==> config.mk <==
export PLATFORM = sky130hd
export DESIGN_NAME = fclassTop
export DESIGN_NICKNAME = d
export VERILOG_FILES = /design/src/hw/fclass_pkg.sv /design/src/hw/classFifo.sv /design/src/hw/fclassTop.sv /design/src/hw/fpClassify.sv /design/src/hw/fpUnpack.sv
export VERILOG_INCLUDE_DIRS = /design/src /design/src/hw
export SDC_FILE = /design/constraint.sdc
export NUM_CORES = 1
export LEC_CHECK = 0
export BUFFER_PORTS_ARGS = -buffer_cell sky130_fd_sc_hd__buf_2
export CAP_MARGIN = 20
export CORE_MARGIN = 10
export CORE_UTILIZATION = 45
export CTS_BUF_LIST = sky130_fd_sc_hd__clkbuf_4 sky130_fd_sc_hd__clkbuf_8
export DETAILED_ROUTE_END_ITERATION = 10
export GPL_TIMING_DRIVEN = 0
export PLACE_DENSITY = 0.8
export SETUP_SLACK_MARGIN = 0.02
export SLEW_MARGIN = 15
export SYNTH_ARGS = -nofsm -noshare
export SYNTH_HDL_FRONTEND = slang
export SYNTH_SLANG_ARGS = --single-unit
==> constraint.sdc <==
create_clock -name clk -period 5.24 [get_ports clk]
set_clock_uncertainty 0.1 [all_clocks]
set_input_delay 0.262 -clock clk [delete_from_list [all_inputs] [get_ports clk]]
set_output_delay 0.262 -clock clk [all_outputs]
set_load 0.02 [all_outputs]
==> src/hw/fclass_config.svh <==
/*
 * FCLASS path configuration
 * integer width, buffer depth and destination tag width
 */
`ifndef FCLASS_CONFIG_SVH
`define FCLASS_CONFIG_SVH

//////////////////////////////
// result width
//////////////////////////////

// integer register width, class mask zero-extended to this
`define FCLASS_XLEN 64

//////////////////////////////
// buffering and tagging
//////////////////////////////

// entries between unpack and classify, power of two
`define FCLASS_FIFO_DEPTH 4

// destination register index width
`define FCLASS_TAG_W 5

`endif

==> src/hw/fclass_pkg.sv <==
/*
 * FCLASS shared types
 * operand, result, tag and class-flag entry definitions
 */
`default_nettype none

`include "fclass_config.svh"

package fclass_pkg;

  //////////////////////////////
  // plain vectors
  //////////////////////////////

  // raw FP register value, single sits in low half
  typedef logic [63:0] fpOperand_t;

  // integer writeback word
  typedef logic [`FCLASS_XLEN-1:0] xlenWord_t;

  // one bit per class, see bit map below
  typedef logic [9:0] classMask_t;

  // destination register index
  typedef logic [`FCLASS_TAG_W-1:0] tag_t;

  // operand format
  typedef enum logic {
    FMT_S = 1'b0,
    FMT_D = 1'b1
  } fpFmt_t;

  //////////////////////////////
  // class mask bit positions
  //////////////////////////////

  localparam int CLS_NEG_INF  = 0;
  localparam int CLS_NEG_NORM = 1;
  localparam int CLS_NEG_SUB  = 2;
  localparam int CLS_NEG_ZERO = 3;
  localparam int CLS_POS_ZERO = 4;
  localparam int CLS_POS_SUB  = 5;
  localparam int CLS_POS_NORM = 6;
  localparam int CLS_POS_INF  = 7;
  localparam int CLS_SNAN     = 8;
  localparam int CLS_QNAN     = 9;

  // unpacked operand as it travels through the buffer
  typedef struct packed {
    logic sgn;
    logic isNaN;
    logic isSNaN;
    logic isSubnorm;
    logic isZero;
    logic isInf;
    tag_t tag;
  } classEntry_t;

endpackage

`default_nettype wire

==> src/hw/classFifo.sv <==
/*
 * class-flag entry FIFO
 * circular buffer with occupancy count, full leaves one slot in reserve
 */
`timescale 1ns/1ps
`default_nettype none

`include "fclass_config.svh"

module classFifo (
  input  logic                     clk,
  input  logic                     rstN,
  input  logic                     push,
  input  fclass_pkg::classEntry_t  entry,
  input  logic                     pop,
  output fclass_pkg::classEntry_t  head,
  output logic                     empty,
  output logic                     full
);

  import fclass_pkg::*;

  localparam int DEPTH = `FCLASS_FIFO_DEPTH;
  localparam int PTR_W = $clog2(DEPTH);

  // storage, payload only
  classEntry_t mem [DEPTH];

  // pointers wrap naturally, depth is a power of two
  logic [PTR_W-1:0] wrPtr;
  logic [PTR_W-1:0] rdPtr;

  // one extra bit to reach DEPTH
  logic [PTR_W:0] count;

  //////////////////////////////
  // storage write
  //////////////////////////////

  always_ff @(posedge clk) begin
    if (push) begin
      mem[wrPtr] <= entry;
    end
  end

  // head visible as soon as it is written
  assign head = mem[rdPtr];

  //////////////////////////////
  // pointers and count
  //////////////////////////////

  always_ff @(posedge clk or negedge rstN) begin
    if (!rstN) begin
      wrPtr <= '0;
      rdPtr <= '0;
      count <= '0;
    end else begin
      if (push) begin
        wrPtr <= wrPtr + 1'b1;
      end
      if (pop) begin
        rdPtr <= rdPtr + 1'b1;
      end
      // simultaneous push and pop leaves count alone
      case ({push, pop})
        2'b10:   count <= count + 1'b1;
        2'b01:   count <= count - 1'b1;
        default: count <= count;
      endcase
    end
  end

  assign empty = (count == '0);

  // room kept for the entry already registered upstream
  assign full = (count >= (PTR_W + 1)'(DEPTH - 1));

  // upstream gating on full must keep one slot spare
  noOverflow: assert property (@(posedge clk) disable iff (!rstN)
    !(push && count == (PTR_W + 1)'(DEPTH)))
    else $error("push into FIFO holding %0d entries", DEPTH);

  // consumer only pops a valid head
  noUnderflow: assert property (@(posedge clk) disable iff (!rstN)
    !(pop && empty))
    else $error("pop from empty FIFO");

endmodule

`default_nettype wire

==> src/hw/fclassTop.sv <==
/*
 * FCLASS top level
 * unpack, entry FIFO and classify writeback
 */
`timescale 1ns/1ps
`default_nettype none

module fclassTop (
  input  logic                    clk,
  input  logic                    rstN,
  // issue side
  input  logic                    opVld,
  input  fclass_pkg::fpFmt_t      opFmt,
  input  fclass_pkg::fpOperand_t  opData,
  input  fclass_pkg::tag_t        opTag,
  output logic                    full,
  // write side
  input  logic                    wbReady,
  output logic                    resVld,
  output fclass_pkg::xlenWord_t   resData,
  output fclass_pkg::tag_t        resTag
);

  import fclass_pkg::*;

  //////////////////////////////
  // internal links
  //////////////////////////////

  // unpack to FIFO
  logic        push;
  classEntry_t entry;

  // FIFO to classify
  classEntry_t head;
  logic        empty;
  logic        pop;

  fpUnpack u_unpack (
    .clk    (clk),
    .rstN   (rstN),
    .opVld  (opVld),
    .opFmt  (opFmt),
    .opData (opData),
    .opTag  (opTag),
    .full   (full),
    .push   (push),
    .entry  (entry)
  );

  classFifo u_fifo (
    .clk   (clk),
    .rstN  (rstN),
    .push  (push),
    .entry (entry),
    .pop   (pop),
    .head  (head),
    .empty (empty),
    .full  (full)
  );

  fpClassify u_classify (
    .clk     (clk),
    .rstN    (rstN),
    .empty   (empty),
    .head    (head),
    .wbReady (wbReady),
    .pop     (pop),
    .resVld  (resVld),
    .resData (resData),
    .resTag  (resTag)
  );

endmodule

`default_nettype wire

==> src/hw/fpClassify.sv <==
/*
 * FP classify writeback
 * pops entries, builds the ten-bit one-hot class mask, registers the result
 */
`timescale 1ns/1ps
`default_nettype none

`include "fclass_config.svh"

module fpClassify (
  input  logic                     clk,
  input  logic                     rstN,
  input  logic                     empty,
  input  fclass_pkg::classEntry_t  head,
  input  logic                     wbReady,
  output logic                     pop,
  output logic                     resVld,
  output fclass_pkg::xlenWord_t    resData,
  output fclass_pkg::tag_t         resTag
);

  import fclass_pkg::*;

  // none of the special classes
  logic isNorm;

  classMask_t mask;

  // write port free and something waiting
  assign pop = ~empty & wbReady;

  //////////////////////////////
  // class mask
  //////////////////////////////

  assign isNorm = ~(head.isNaN | head.isInf | head.isSubnorm | head.isZero);

  always_comb begin
    mask = '0;
    // negative side
    mask[CLS_NEG_INF]  = head.sgn & head.isInf;
    mask[CLS_NEG_NORM] = head.sgn & isNorm;
    mask[CLS_NEG_SUB]  = head.sgn & head.isSubnorm;
    mask[CLS_NEG_ZERO] = head.sgn & head.isZero;
    // positive side
    mask[CLS_POS_ZERO] = ~head.sgn & head.isZero;
    mask[CLS_POS_SUB]  = ~head.sgn & head.isSubnorm;
    mask[CLS_POS_NORM] = ~head.sgn & isNorm;
    mask[CLS_POS_INF]  = ~head.sgn & head.isInf;
    // NaNs ignore sign
    mask[CLS_SNAN]     = head.isSNaN;
    mask[CLS_QNAN]     = head.isNaN & ~head.isSNaN;
  end

  //////////////////////////////
  // writeback registers
  //////////////////////////////

  always_ff @(posedge clk or negedge rstN) begin
    if (!rstN) begin
      resVld  <= 1'b0;
      resData <= '0;
    end else begin
      resVld <= pop;
      if (pop) begin
        // upper bits zero
        resData <= {{(`FCLASS_XLEN - 10){1'b0}}, mask};
      end
    end
  end

  always_ff @(posedge clk) begin
    if (pop) begin
      resTag <= head.tag;
    end
  end

  // unpack flags must select exactly one class
  oneHotResult: assert property (@(posedge clk) disable iff (!rstN)
    resVld |-> $onehot(resData))
    else $error("class mask not one-hot: %h", resData);

endmodule

`default_nettype wire

==> src/hw/fpUnpack.sv <==
/*
 * FP operand unpack
 * NaN-box check, per-format field split, registered class-flag entry
 */
`timescale 1ns/1ps
`default_nettype none

module fpUnpack (
  input  logic                     clk,
  input  logic                     rstN,
  input  logic                     opVld,
  input  fclass_pkg::fpFmt_t       opFmt,
  input  fclass_pkg::fpOperand_t   opData,
  input  fclass_pkg::tag_t         opTag,
  input  logic                     full,
  output logic                     push,
  output fclass_pkg::classEntry_t  entry
);

  import fclass_pkg::*;

  // raw fields for the selected format
  logic sgnRaw;
  logic expOnes;
  logic expZero;
  logic fracZero;
  logic fracMsb;

  // single not properly boxed in the upper half
  logic boxBad;

  // issue accepted this cycle
  logic accept;

  classEntry_t nextEntry;

  //////////////////////////////
  // field extraction
  //////////////////////////////

  assign boxBad = (opFmt == FMT_S) && !(&opData[63:32]);

  always_comb begin
    if (opFmt == FMT_D) begin
      // sign 63, exponent 62:52, fraction 51:0
      sgnRaw   = opData[63];
      expOnes  = &opData[62:52];
      expZero  = ~|opData[62:52];
      fracZero = ~|opData[51:0];
      fracMsb  = opData[51];
    end else begin
      // sign 31, exponent 30:23, fraction 22:0
      sgnRaw   = opData[31];
      expOnes  = &opData[30:23];
      expZero  = ~|opData[30:23];
      fracZero = ~|opData[22:0];
      fracMsb  = opData[22];
    end
  end

  //////////////////////////////
  // class flags
  //////////////////////////////

  always_comb begin
    nextEntry.tag = opTag;
    if (boxBad) begin
      // bad box reads as canonical quiet NaN
      nextEntry.sgn       = 1'b0;
      nextEntry.isNaN     = 1'b1;
      nextEntry.isSNaN    = 1'b0;
      nextEntry.isSubnorm = 1'b0;
      nextEntry.isZero    = 1'b0;
      nextEntry.isInf     = 1'b0;
    end else begin
      nextEntry.sgn       = sgnRaw;
      nextEntry.isNaN     = expOnes & ~fracZero;
      // signaling when the quiet bit is clear
      nextEntry.isSNaN    = expOnes & ~fracZero & ~fracMsb;
      nextEntry.isSubnorm = expZero & ~fracZero;
      nextEntry.isZero    = expZero & fracZero;
      nextEntry.isInf     = expOnes & fracZero;
    end
  end

  // strobe while full is dropped
  assign accept = opVld & ~full;

  always_ff @(posedge clk or negedge rstN) begin
    if (!rstN) begin
      push <= 1'b0;
    end else begin
      push <= accept;
    end
  end

  always_ff @(posedge clk) begin
    if (accept) begin
      entry <= nextEntry;
    end
  end

  // issuer must hold off while buffer reports full
  issueWhileFull: assert property (@(posedge clk) disable iff (!rstN)
    !(opVld && full))
    else $error("opVld sampled while full is high");

endmodule

`default_nettype wire

==> flow_summary.ini, run 1 <==
[drt]
dr.first_iter.drc_count = 73
wirelength_um = 8747
post-route-drc-count = 0
drt-wirelength-per-cell_um = 16.29
drt-met1-wl_um = 3029
first_pass_iters = 4
top_layer_used = met4
vias = 2514
avgViaCountPerCell = 4.682
wl_met3_um = 1080
routed-wl-met2_um = 4562
drtAntennaViolNets = 0

[clock_tree]
clk_pin_slew_worst_paths_ps = 80
htree_levels = 3
cts_buffers = 9
cts_setup_buffers = 0
cts.repair.resized = 0
clk_path_buf_depth = 2
cts.sinks = 79
root_buffer = clkbuf_8
cts-hold-fix-buffers = 6
cts_tree = yes
clk_latency_ps = 350

[die]
die_w_um = 111.1
design.die.area_um2 = 12330
rows = 33
die_h_um = 111.1
core_um2 = 8134
ioPinCount = 145
start_util_pct = 45.87

[placed_design]
dp_hpwl_um = 7005
gp_congestion = 0.7477
port_buffers = 89
post-place-cells = 515
placed_cell_area_um2 = 4507

[global_routing]
grt_pass1_vias = 2778
grt_max_degree = 20
grt_antenna_before_repair = 0
overflow = 0
grt_pass1_wl_um = 14080
grt_use_total_pct = 14.23

[setup_path]
r2r_start = u_fifo.count[0]
r2r_end = u_fifo.count[2]
worstPathCellList = o31ai_1, inv_1, clkbuf_1, ha_1, inv_1, fa_1, xor2_1, nor2_1, xor2_1
end_kind = register
worstSetupStartpointType = register
required_ps = 5410
slowest_delay_ps = 600
cp_slowest_cell = clkbuf_1
r2r_setup_slack_ps = 2530
worstSetupPathType = reg2reg
cp_max_fo = 16
rr_worst_depth = 9
critPathArrivalTime_ps = 2880

[hold_path]
holdPathStages = 3
hold_end = u_unpack.entry[10]
hp-start = opData[31]
hold_path.class = in2reg

[synthesis]
ys_seq_area_share_pct = 61.03
ys_warn_count = 0
yosys_register_bits = 79
synthCells = 268
synthFlopType = edfxtp_1
synth_edf_count = 60
post_synth_instance_area_um2 = 3731
syn_avg_cell_area_um2 = 13.92
ys_types = 38
synthArstFlopShare_pct = 24.05

[timing]
holdWs_ps = 151.1
min_period_over_period_pct = 51.65
period_minus_slack_ps = 2706
hold_viol = 0
fin_tns_setup_ps = 0
maxSlewHeadroom_pct = 48.52
finalSetupViolCount = 0
tightest_slew_ps = 772.2
fmax_mhz = 369.5
rsz0062_at_grt = no
drv_slew = 0

[outcome]
outcome = finished clean

[finish]
antenna_cells = 0
stdcell_area_um2 = 4768
syn_to_final_growth_pct = 27.80
drive_above_1_share_pct = 39.58
stdcell_count = 537
nets = 507

[power_and_ir_drop]
p_leak_nw = 2.129
powerDensity_nw_per_um2 = 414.2
ir_worst_vdd_mv = 0.1543

[flow_run]
max_cap_violations = 0
## power by group
group	internal (mW)	switching, mW
registers	0.847	0.0828
logic	0.253	0.346
clock network	0.228	0.219
## stage by stage
step                setup slack [ps]  total power, mW  util (%)
finish                          2534            1.975     58.62
global route                    2296            2.097     58.62
detailed placement              2574            1.540     55.41
floorplan                       2938            1.353         -
CTS                             2558            1.988     58.59
global placement                2649            1.509     55.41
## cells in the final DEF (no fill, tap or decap), types with 2 or more instances in the layout
cell           netlist  routed
inv_6                0       2
nor4_2               3       3
xnor2_1              3       3
clkbuf_1             2       2
nand4_1             10      10
nand2_1             24      24
mux4_1               6       6
clkbuf_8             0       9
buf_4               55      55
nor2_1               7       6
conb_1               1      54
nand3_1              7       7
nor4b_1              3       3
and2_1               4       4
a31oi_1              2       2
nor4_1              13      13
mux2i_1              2       2
nor3_1               3       3
xor2_1               3       3
buf_2                0      89
dlygate4sd3_1        0       6
mux4_2               5       5
o31ai_1              3       3
edfxtp_1            60      60
inv_1                9       9
nand3b_1             5       5
dfrtp_1             19      19
ha_1                 5       5
## cells in the mapped netlist, types with 4 or more instances
| master | n | area share (%) |
|---|---|---|
| inv_1 | 9 | 0.91 |
| mux4_2 | 5 | 3.0 |
| mux4_1 | 6 | 4.2 |
| and2_1 | 4 | 0.67 |
| nand3b_1 | 5 | 1.0 |
| nand4_1 | 10 | 1.7 |
| buf_4 | 55 | 11 |
| nand3_1 | 7 | 0.94 |
| nand2_1 | 24 | 2.4 |
| nor4_1 | 13 | 2.2 |
| ha_1 | 5 | 1.7 |
| nor2_1 | 7 | 0.70 |
| dfrtp_1 | 19 | 13 |
| edfxtp_1 | 60 | 48 |
## per-layer routing
| metal | up-vias | global-route usage (%) |
|---|---|---|
| met4 | 0 | 3.856 |
| met1 | 1170 | 12.99 |
| li1 | 1217 | - |
| met5 | - | 0 |
| met2 | 119 | 25.90 |
| met3 | 8 | 8.550 |
## flip-flops by register name, indices dropped and copies added, names as in the netlist
register and count:
u_fifo.rdPtr 2, u_fifo.mem 44, u_fifo.count 3, u_unpack.entry 11, u_classify.resVld 1, u_classify.resData 10, u_unpack.push 1, u_classify.resTag 5
u_fifo.wrPtr 2
## logic make-up (layout without fill, tap and decap cells)
logic type | after synthesis | in the layout | share of synthesized area [%]
adders and majority gates | 6 | 6 | 2.213
buffers and inverters | 68 | 179 | 12.58
xor gates and xnor gates | 6 | 6 | 1.409
other | 1 | 54 | 0.1005
DFF | 79 | 79 | 61.03
and+or+nand+nor | 81 | 81 | 12.04
AOI/OAI and AO/OA | 13 | 13 | 2.549
muxes | 14 | 14 | 8.082
## worst max-delay path by stage
stage | start | depth (start not counted) | end | slack, ps
finish | u_fifo.count[0] | 9 | u_fifo.count[2] | 2530
global route | u_fifo.count[0] | 9 | u_fifo.count[2] | 2300
CTS | u_fifo.count[0] | 9 | u_fifo.count[2] | 2560
detailed placement | u_fifo.count[0] | 9 | u_fifo.count[2] | 2570
global placement | u_fifo.count[0] | 9 | u_fifo.count[2] | 2650
floorplan | u_fifo.count[0] | 9 | u_fifo.count[2] | 2940
## worst max-delay path, delay by kind of cell, from the launching register on
| family | cells | cell delay [ps] |
|---|---|---|
| buffers and inverters | 3 | 790 |
| adder cells (fa/ha/maj) | 2 | 740 |
| flip-flops | 1 | 430 |
| XOR/XNOR | 2 | 310 |
| AO/OA/AOI/OAI | 1 | 160 |
| AND/OR/NAND/NOR | 1 | 120 |
## final cells by class
| cell class | count | area, um^2 |
|---|---|---|
| clock buffer | 10 | 131.4 |
| multi-input combinational | 174 | 1186 |
| buffer | 59 | 435.4 |
| clock inverter | 6 | 67.56 |
| inverter | 9 | 33.78 |
| fill | 639 | 3366 |
| tap | 105 | 131.4 |
| sequential | 79 | 2277 |
| timing repair buffer | 95 | 505.5 |
Power figures use the tool's default switching activity.
==> run 2: changes to the inputs <==
==> constraint.sdc (replaced) <==
create_clock -name clk -period 2.5 [get_ports clk]
set_clock_uncertainty 0.1 [all_clocks]
set_input_delay 0.125 -clock clk [delete_from_list [all_inputs] [get_ports clk]]
set_output_delay 0.125 -clock clk [all_outputs]
set_load 0.02 [all_outputs]
==> run 2 against run 1 <==
  * Via count is 0.24% higher
  * Total power rose by 110%
  * Clock power up 110%
  * Critical endpoint unchanged
  * Die area is the same
  * Count of clock-buffer cells in the layout unchanged
  * Maximum frequency is 21% higher
  * Core utilization is 0.34 points higher
  * Final cell count increased by 0.19%
  * Sequential power rose by 110%
  * Global-route usage barely moved
  * Worst setup slack got worse by 2300 ps
  * First-iteration DRC count down 1.4%
==> flow_summary.ini, run 2 (same netlist as run 1, synthesis figures left out) <==
[setup_path]
slowest_delay_ps = 460
critPathArrivalTime_ps = 2410
end_kind = register
critPathBufInv = 3
worstSetupPathType = reg2reg
rr_worst_depth = 9
worstSetupStartpointType = register
cp_max_fo = 16
crit_family = adder cells
required_ps = 2670
cp_slowest_cell = dfrtp_1
worstPathCellList = o31ai_4, inv_1, clkbuf_4, ha_1, inv_1, fa_1, xor2_1, nor2_1, xor2_1
cp.depth = 9

[clock_tree]
htree_levels = 3
clk_latency_ps = 350
cts_setup_buffers = 0
clk_pin_slew_worst_paths_ps = 80
root_buffer = clkbuf_8
clk_path_buf_depth = 2
cts.sinks = 79
cts_buffers = 9
cts_tree = yes

[timing]
period_minus_slack_ps = 2236
hold_viol = 0
tightest_slew_ps = 692.0
rsz0062_at_grt = no
min_period_over_period_pct = 89.45
fmax_mhz = 447.2
fin_ws_ps = 263.6
drv_slew = 0
maxSlewHeadroom_pct = 53.82
finalSetupViolCount = 0

[global_routing]
grt_pass1_vias = 2776
grt_use_total_pct = 14.21
overflow = 0
grt_max_degree = 20
grt_antenna_before_repair = 0
grt_pass1_wl_um = 14080

[placed_design]
post-place-ws_ps = -166.1
port_buffers = 89
gp_congestion = 0.7477
post-place-cells = 515
dp_hpwl_um = 7005

[die]
rows = 33
design.die.area_um2 = 12330
ioPinCount = 145
start_util_pct = 45.87
die_w_um = 111.1
die_h_um = 111.1
core_um2 = 8134

[drt]
wirelength_um = 8728
avgViaCountPerCell = 4.684
dr.first_iter.drc_count = 72
drt-wirelength-per-cell_um = 16.22
vias = 2520
drtAntennaViolNets = 0
post-route-drc-count = 0
first_pass_iters = 4

[finish]
drive_above_1_share_pct = 39.95
layout_common_cells = buf_2, edfxtp_1, buf_4
fin_util_pct = 58.96
top_register = u_fifo.mem
stdcell_count = 538
final_common_cell = buf_2
nets = 508
largest_reg_flops = 44
top_regs = u_fifo.mem (44), u_unpack.entry (11), u_classify.resData (10)
syn_to_final_growth_pct = 28.54
antenna_cells = 0

[outcome]
outcome = finished clean

[flow_run]
max_cap_violations = 0

[power_and_ir_drop]
ir_worst_vdd_mv = 0.3230
p_total_mw = 4.160
p_leak_nw = 2.139
powerDensity_nw_per_um2 = 867.4

[hold_path]
hold_path.class = in2reg
holdPathStages = 3
## run 2: worst register-to-register path, delay by kind of cell (launching register included)
kind,cells,cell delay [ps]
simple gates,1,120
xor+xnor,2,300
fa+ha+maj,2,650
compound gates,1,110
buf+inv,3,410
flops,1,460
## run 2: worst paths after layout
path | start | end | slack, ps
max | u_fifo.count[0] | u_fifo.count[2] | 260
min | opData[31] | u_unpack.entry[10] | 10
max reg2reg | u_fifo.count[0] | u_fifo.count[2] | 260
min reg2reg | u_classify.resData[4] | u_classify.resData[4] | 370
max in group asynchronous | rstN | u_fifo.rdPtr[1] | 1870
min in group asynchronous | rstN | u_classify.resData[2] | 140
## run 2: cell type report
| class | instances | area, um^2 |
|---|---|---|
| Fill cell | 639 | 3338 |
| Clock buffer | 10 | 131.4 |
| Tap cell | 105 | 131.4 |
| Buffer | 59 | 439.2 |
| Inverter | 9 | 33.78 |
| Sequential cell | 79 | 2277 |
| Multi-Input combinational cell | 174 | 1200 |
| Timing Repair Buffer | 96 | 515.5 |
| Clock inverter | 6 | 67.56 |
## run 2: through the flow
| stage | hold slack, ps | TNS, ps | cell area (um^2) |
|---|---|---|---|
| global route | 17.49 | 0 | 4796 |
| floorplan | -270.6 | 0 | 3930 |
| CTS | 0.3194 | 0 | 4767 |
| detailed placement | -19.39 | -189.0 | 4507 |
| finish | 13.92 | 0 | 4796 |
| global placement | -23.29 | -91.43 | 4507 |
## run 2: report_power, final
group | total [mW] | internal (mW) | leakage (nW) | switching [mW]
sequential | 1.96 | 1.78 | 0.790 | 0.185
clock | 0.936 | 0.478 | 0.0983 | 0.459
combinational | 1.26 | 0.538 | 1.25 | 0.726
total | 4.16 | 2.79 | 2.14 | 1.37
## run 2: what timing repair did
item,CTS,global route
hold endpoints to repair,24,1
setup endpoints to repair,2,2
hold buffers,6,1
gates resized for setup,1,4
## run 2: metal layers
layer	vias to the layer above	track usage, %	part of all wire, %
met3	8	8.550	12
met5	-	0	0
met1	1178	12.95	35
met4	0	3.856	0.86
met2	115	25.90	52
li1	1219	-	-
==> run 3: changes to the inputs <==
--- a/config.mk
+++ b/config.mk
@@ -10,7 +10,7 @@
 export CAP_MARGIN = 20
 export CORE_MARGIN = 10
 export CORE_UTILIZATION = 45
-export CTS_BUF_LIST = sky130_fd_sc_hd__clkbuf_4 sky130_fd_sc_hd__clkbuf_8
+export CTS_BUF_LIST = sky130_fd_sc_hd__clkbuf_2
 export DETAILED_ROUTE_END_ITERATION = 10
 export GPL_TIMING_DRIVEN = 0
 export PLACE_DENSITY = 0.8
==> run 3 against run 2 <==
  * Final cell count up 4.5%
  * Combinational power about the same
  * Cell area up 3.2%
  * Maximum frequency down 7.7%
  * Largest cell class unchanged
  * Largest power group unchanged
==> flow_summary.ini, run 3 (same netlist as run 1, synthesis figures left out) <==
[drt]
drtAntennaViolNets = 0
first_pass_iters = 4
avgViaCountPerCell = 4.751
dr.first_iter.drc_count = 104
drt-wirelength-per-cell_um = 16.85
wirelength_um = 9468
post-route-drc-count = 0
vias = 2670

[power_and_ir_drop]
seq_power_share_pct = 49.7
p_leak_nw = 2.209
clock_power_share_pct = 17.4
p_comb_share_pct = 32.9
powerDensity_nw_per_um2 = 792.7
p_switching_mw = 1.357
swShare_pct = 34.58
p_int_mw = 2.568
ir_worst_vdd_mv = 0.2832

[timing]
maxSlewHeadroom_pct = 44.77
fin_tns_setup_ps = 0
fmax_mhz = 412.7
rsz0062_at_grt = no
tightest_slew_ps = 825.7
hold_viol = 0
min_period_over_period_pct = 96.92
fin_ws_ps = 77.12
finalSetupViolCount = 0
drv_slew = 0
period_minus_slack_ps = 2423

[global_routing]
grt_pass1_wl_um = 15370
grt_use_total_pct = 15.40
grt_antenna_before_repair = 0
grt_pass1_vias = 2975
grt_max_degree = 20
overflow = 0

[finish]
seq_area_um2 = 2277
multi_input_area_um2 = 1196
stdcell_area_um2 = 4951
top_register = u_fifo.mem
syn_to_final_growth_pct = 32.70
nets = 532
antenna_cells = 0
top_regs = u_fifo.mem (44), u_unpack.entry (11), u_classify.resData (10)
layout_common_cells = buf_2, edfxtp_1, buf_4
stdcell_count = 562
drive_above_1_share_pct = 38.07
fillCellCount = 614
largest_reg_flops = 44
final_common_cell = buf_2

[setup_path]
end_kind = register
required_ps = 2700
critPathArrivalTime_ps = 2620
cp_slowest_cell = dlygate4sd3_1
worstSetupStartpointType = input pin
worstPathCellList = dlygate4sd3_1, buf_2, nor2_1, dlygate4sd3_1, nand4_1, o31ai_2, a2111oi_0, dlygate4sd3_1
worstSetupPathType = in2reg
crit_top_cell = dlygate4sd3_1
r2r_setup_slack_ps = 250
cp_max_fo = 3
slowest_delay_ps = 590

[flow_run]
max_cap_violations = 0

[die]
ioPinCount = 145
rows = 33
core_um2 = 8134
die_w_um = 111.1
design.die.area_um2 = 12330
start_util_pct = 45.87
die_h_um = 111.1

[placed_design]
dp_hpwl_um = 7005
gp_congestion = 0.7477
placed_cell_area_um2 = 4507
post-place-ws_ps = -166.1
port_buffers = 89
post-place-cells = 515

[hold_path]
hold_path.class = in2reg

[clock_tree]
root_buffer = clkbuf_2
clk_path_buf_depth = 2
cts.sinks = 79
cts_tree = yes
clk_pin_slew_worst_paths_ps = 210
htree_levels = 3
clk_latency_ps = 520
cts_setup_buffers = 0
cts_buffers = 9

[outcome]
outcome = finished clean
-- run 3: changes by cell type in the layout (fill, tap and decap cells not counted), sizes merged --
cell,change
dlygate4sd3,+24
-- run 3: area by class of cell --
type / count / area share (%)
Buffer: 59 / 8.870
Clock inverter: 6 / 1.365
Multi-Input combinational cell: 174 / 24.16
Tap cell: 105 / 2.654
Sequential cell: 79 / 45.99
Clock buffer: 10 / 1.011
Timing Repair Buffer: 120 / 15.26
Inverter: 9 / 0.6823
-- run 3: layer usage --
layer / global-route usage, % / wire, um / vias up
li1: - / - / 1268
met1: 14.63 / 3302 / 1268
met2: 27.59 / 4953 / 123
met3: 9.037 / 1103 / 11
met4: 4.027 / 109 / 0
met5: 0 / 0 / -
-- run 3: power groups by stage --
stage	logic (mW)	clock network, mW	registers, mW
floorplan	0.793	0	2.04
global placement	1.21	0	1.95
detailed placement	1.25	0	1.98
CTS	1.29	0.698	1.95
global route	1.42	0.768	1.99
finish	1.29	0.683	1.95
-- run 3: worst max-delay path: cells and delay by family --
kind	cells	cell delay, ps
AO/OA/AOI/OAI	2	480
buffers and inverters	4	1820
AND/OR/NAND/NOR	2	210
-- run 3: timing repair --
action,CTS,global route
setup endpoints to repair,2,3
endpoints found under the hold margin,34,0
pin swaps,0,0
gates resized for setup,2,3
hold buffers,31,0
-- run 3: final timing paths --
kind                                  startpoint               endpoint  depth (start not counted)
setup / recovery                      opData[36]      u_unpack.entry[8]                          8
hold / removal                        opData[60]      u_unpack.entry[9]                          5
setup reg to reg                 u_fifo.count[0]        u_fifo.count[2]                          9
hold reg to reg            u_classify.resData[4]  u_classify.resData[4]                          2
max in group asynchronous                   rstN  u_classify.resData[0]                          3
min in group asynchronous                   rstN        u_fifo.rdPtr[0]                          3
-- run 3: metrics by stage --
step                      hold slack [ps]  power, mW  util (%)
after global placement             -23.29      3.163     55.41
after floorplan                    -270.6      2.835         -
final                               58.95      3.925     60.87
after global routing                41.72      4.173     60.87
after detailed placement           -19.39      3.228     55.41
after CTS                           5.028      3.936     60.74
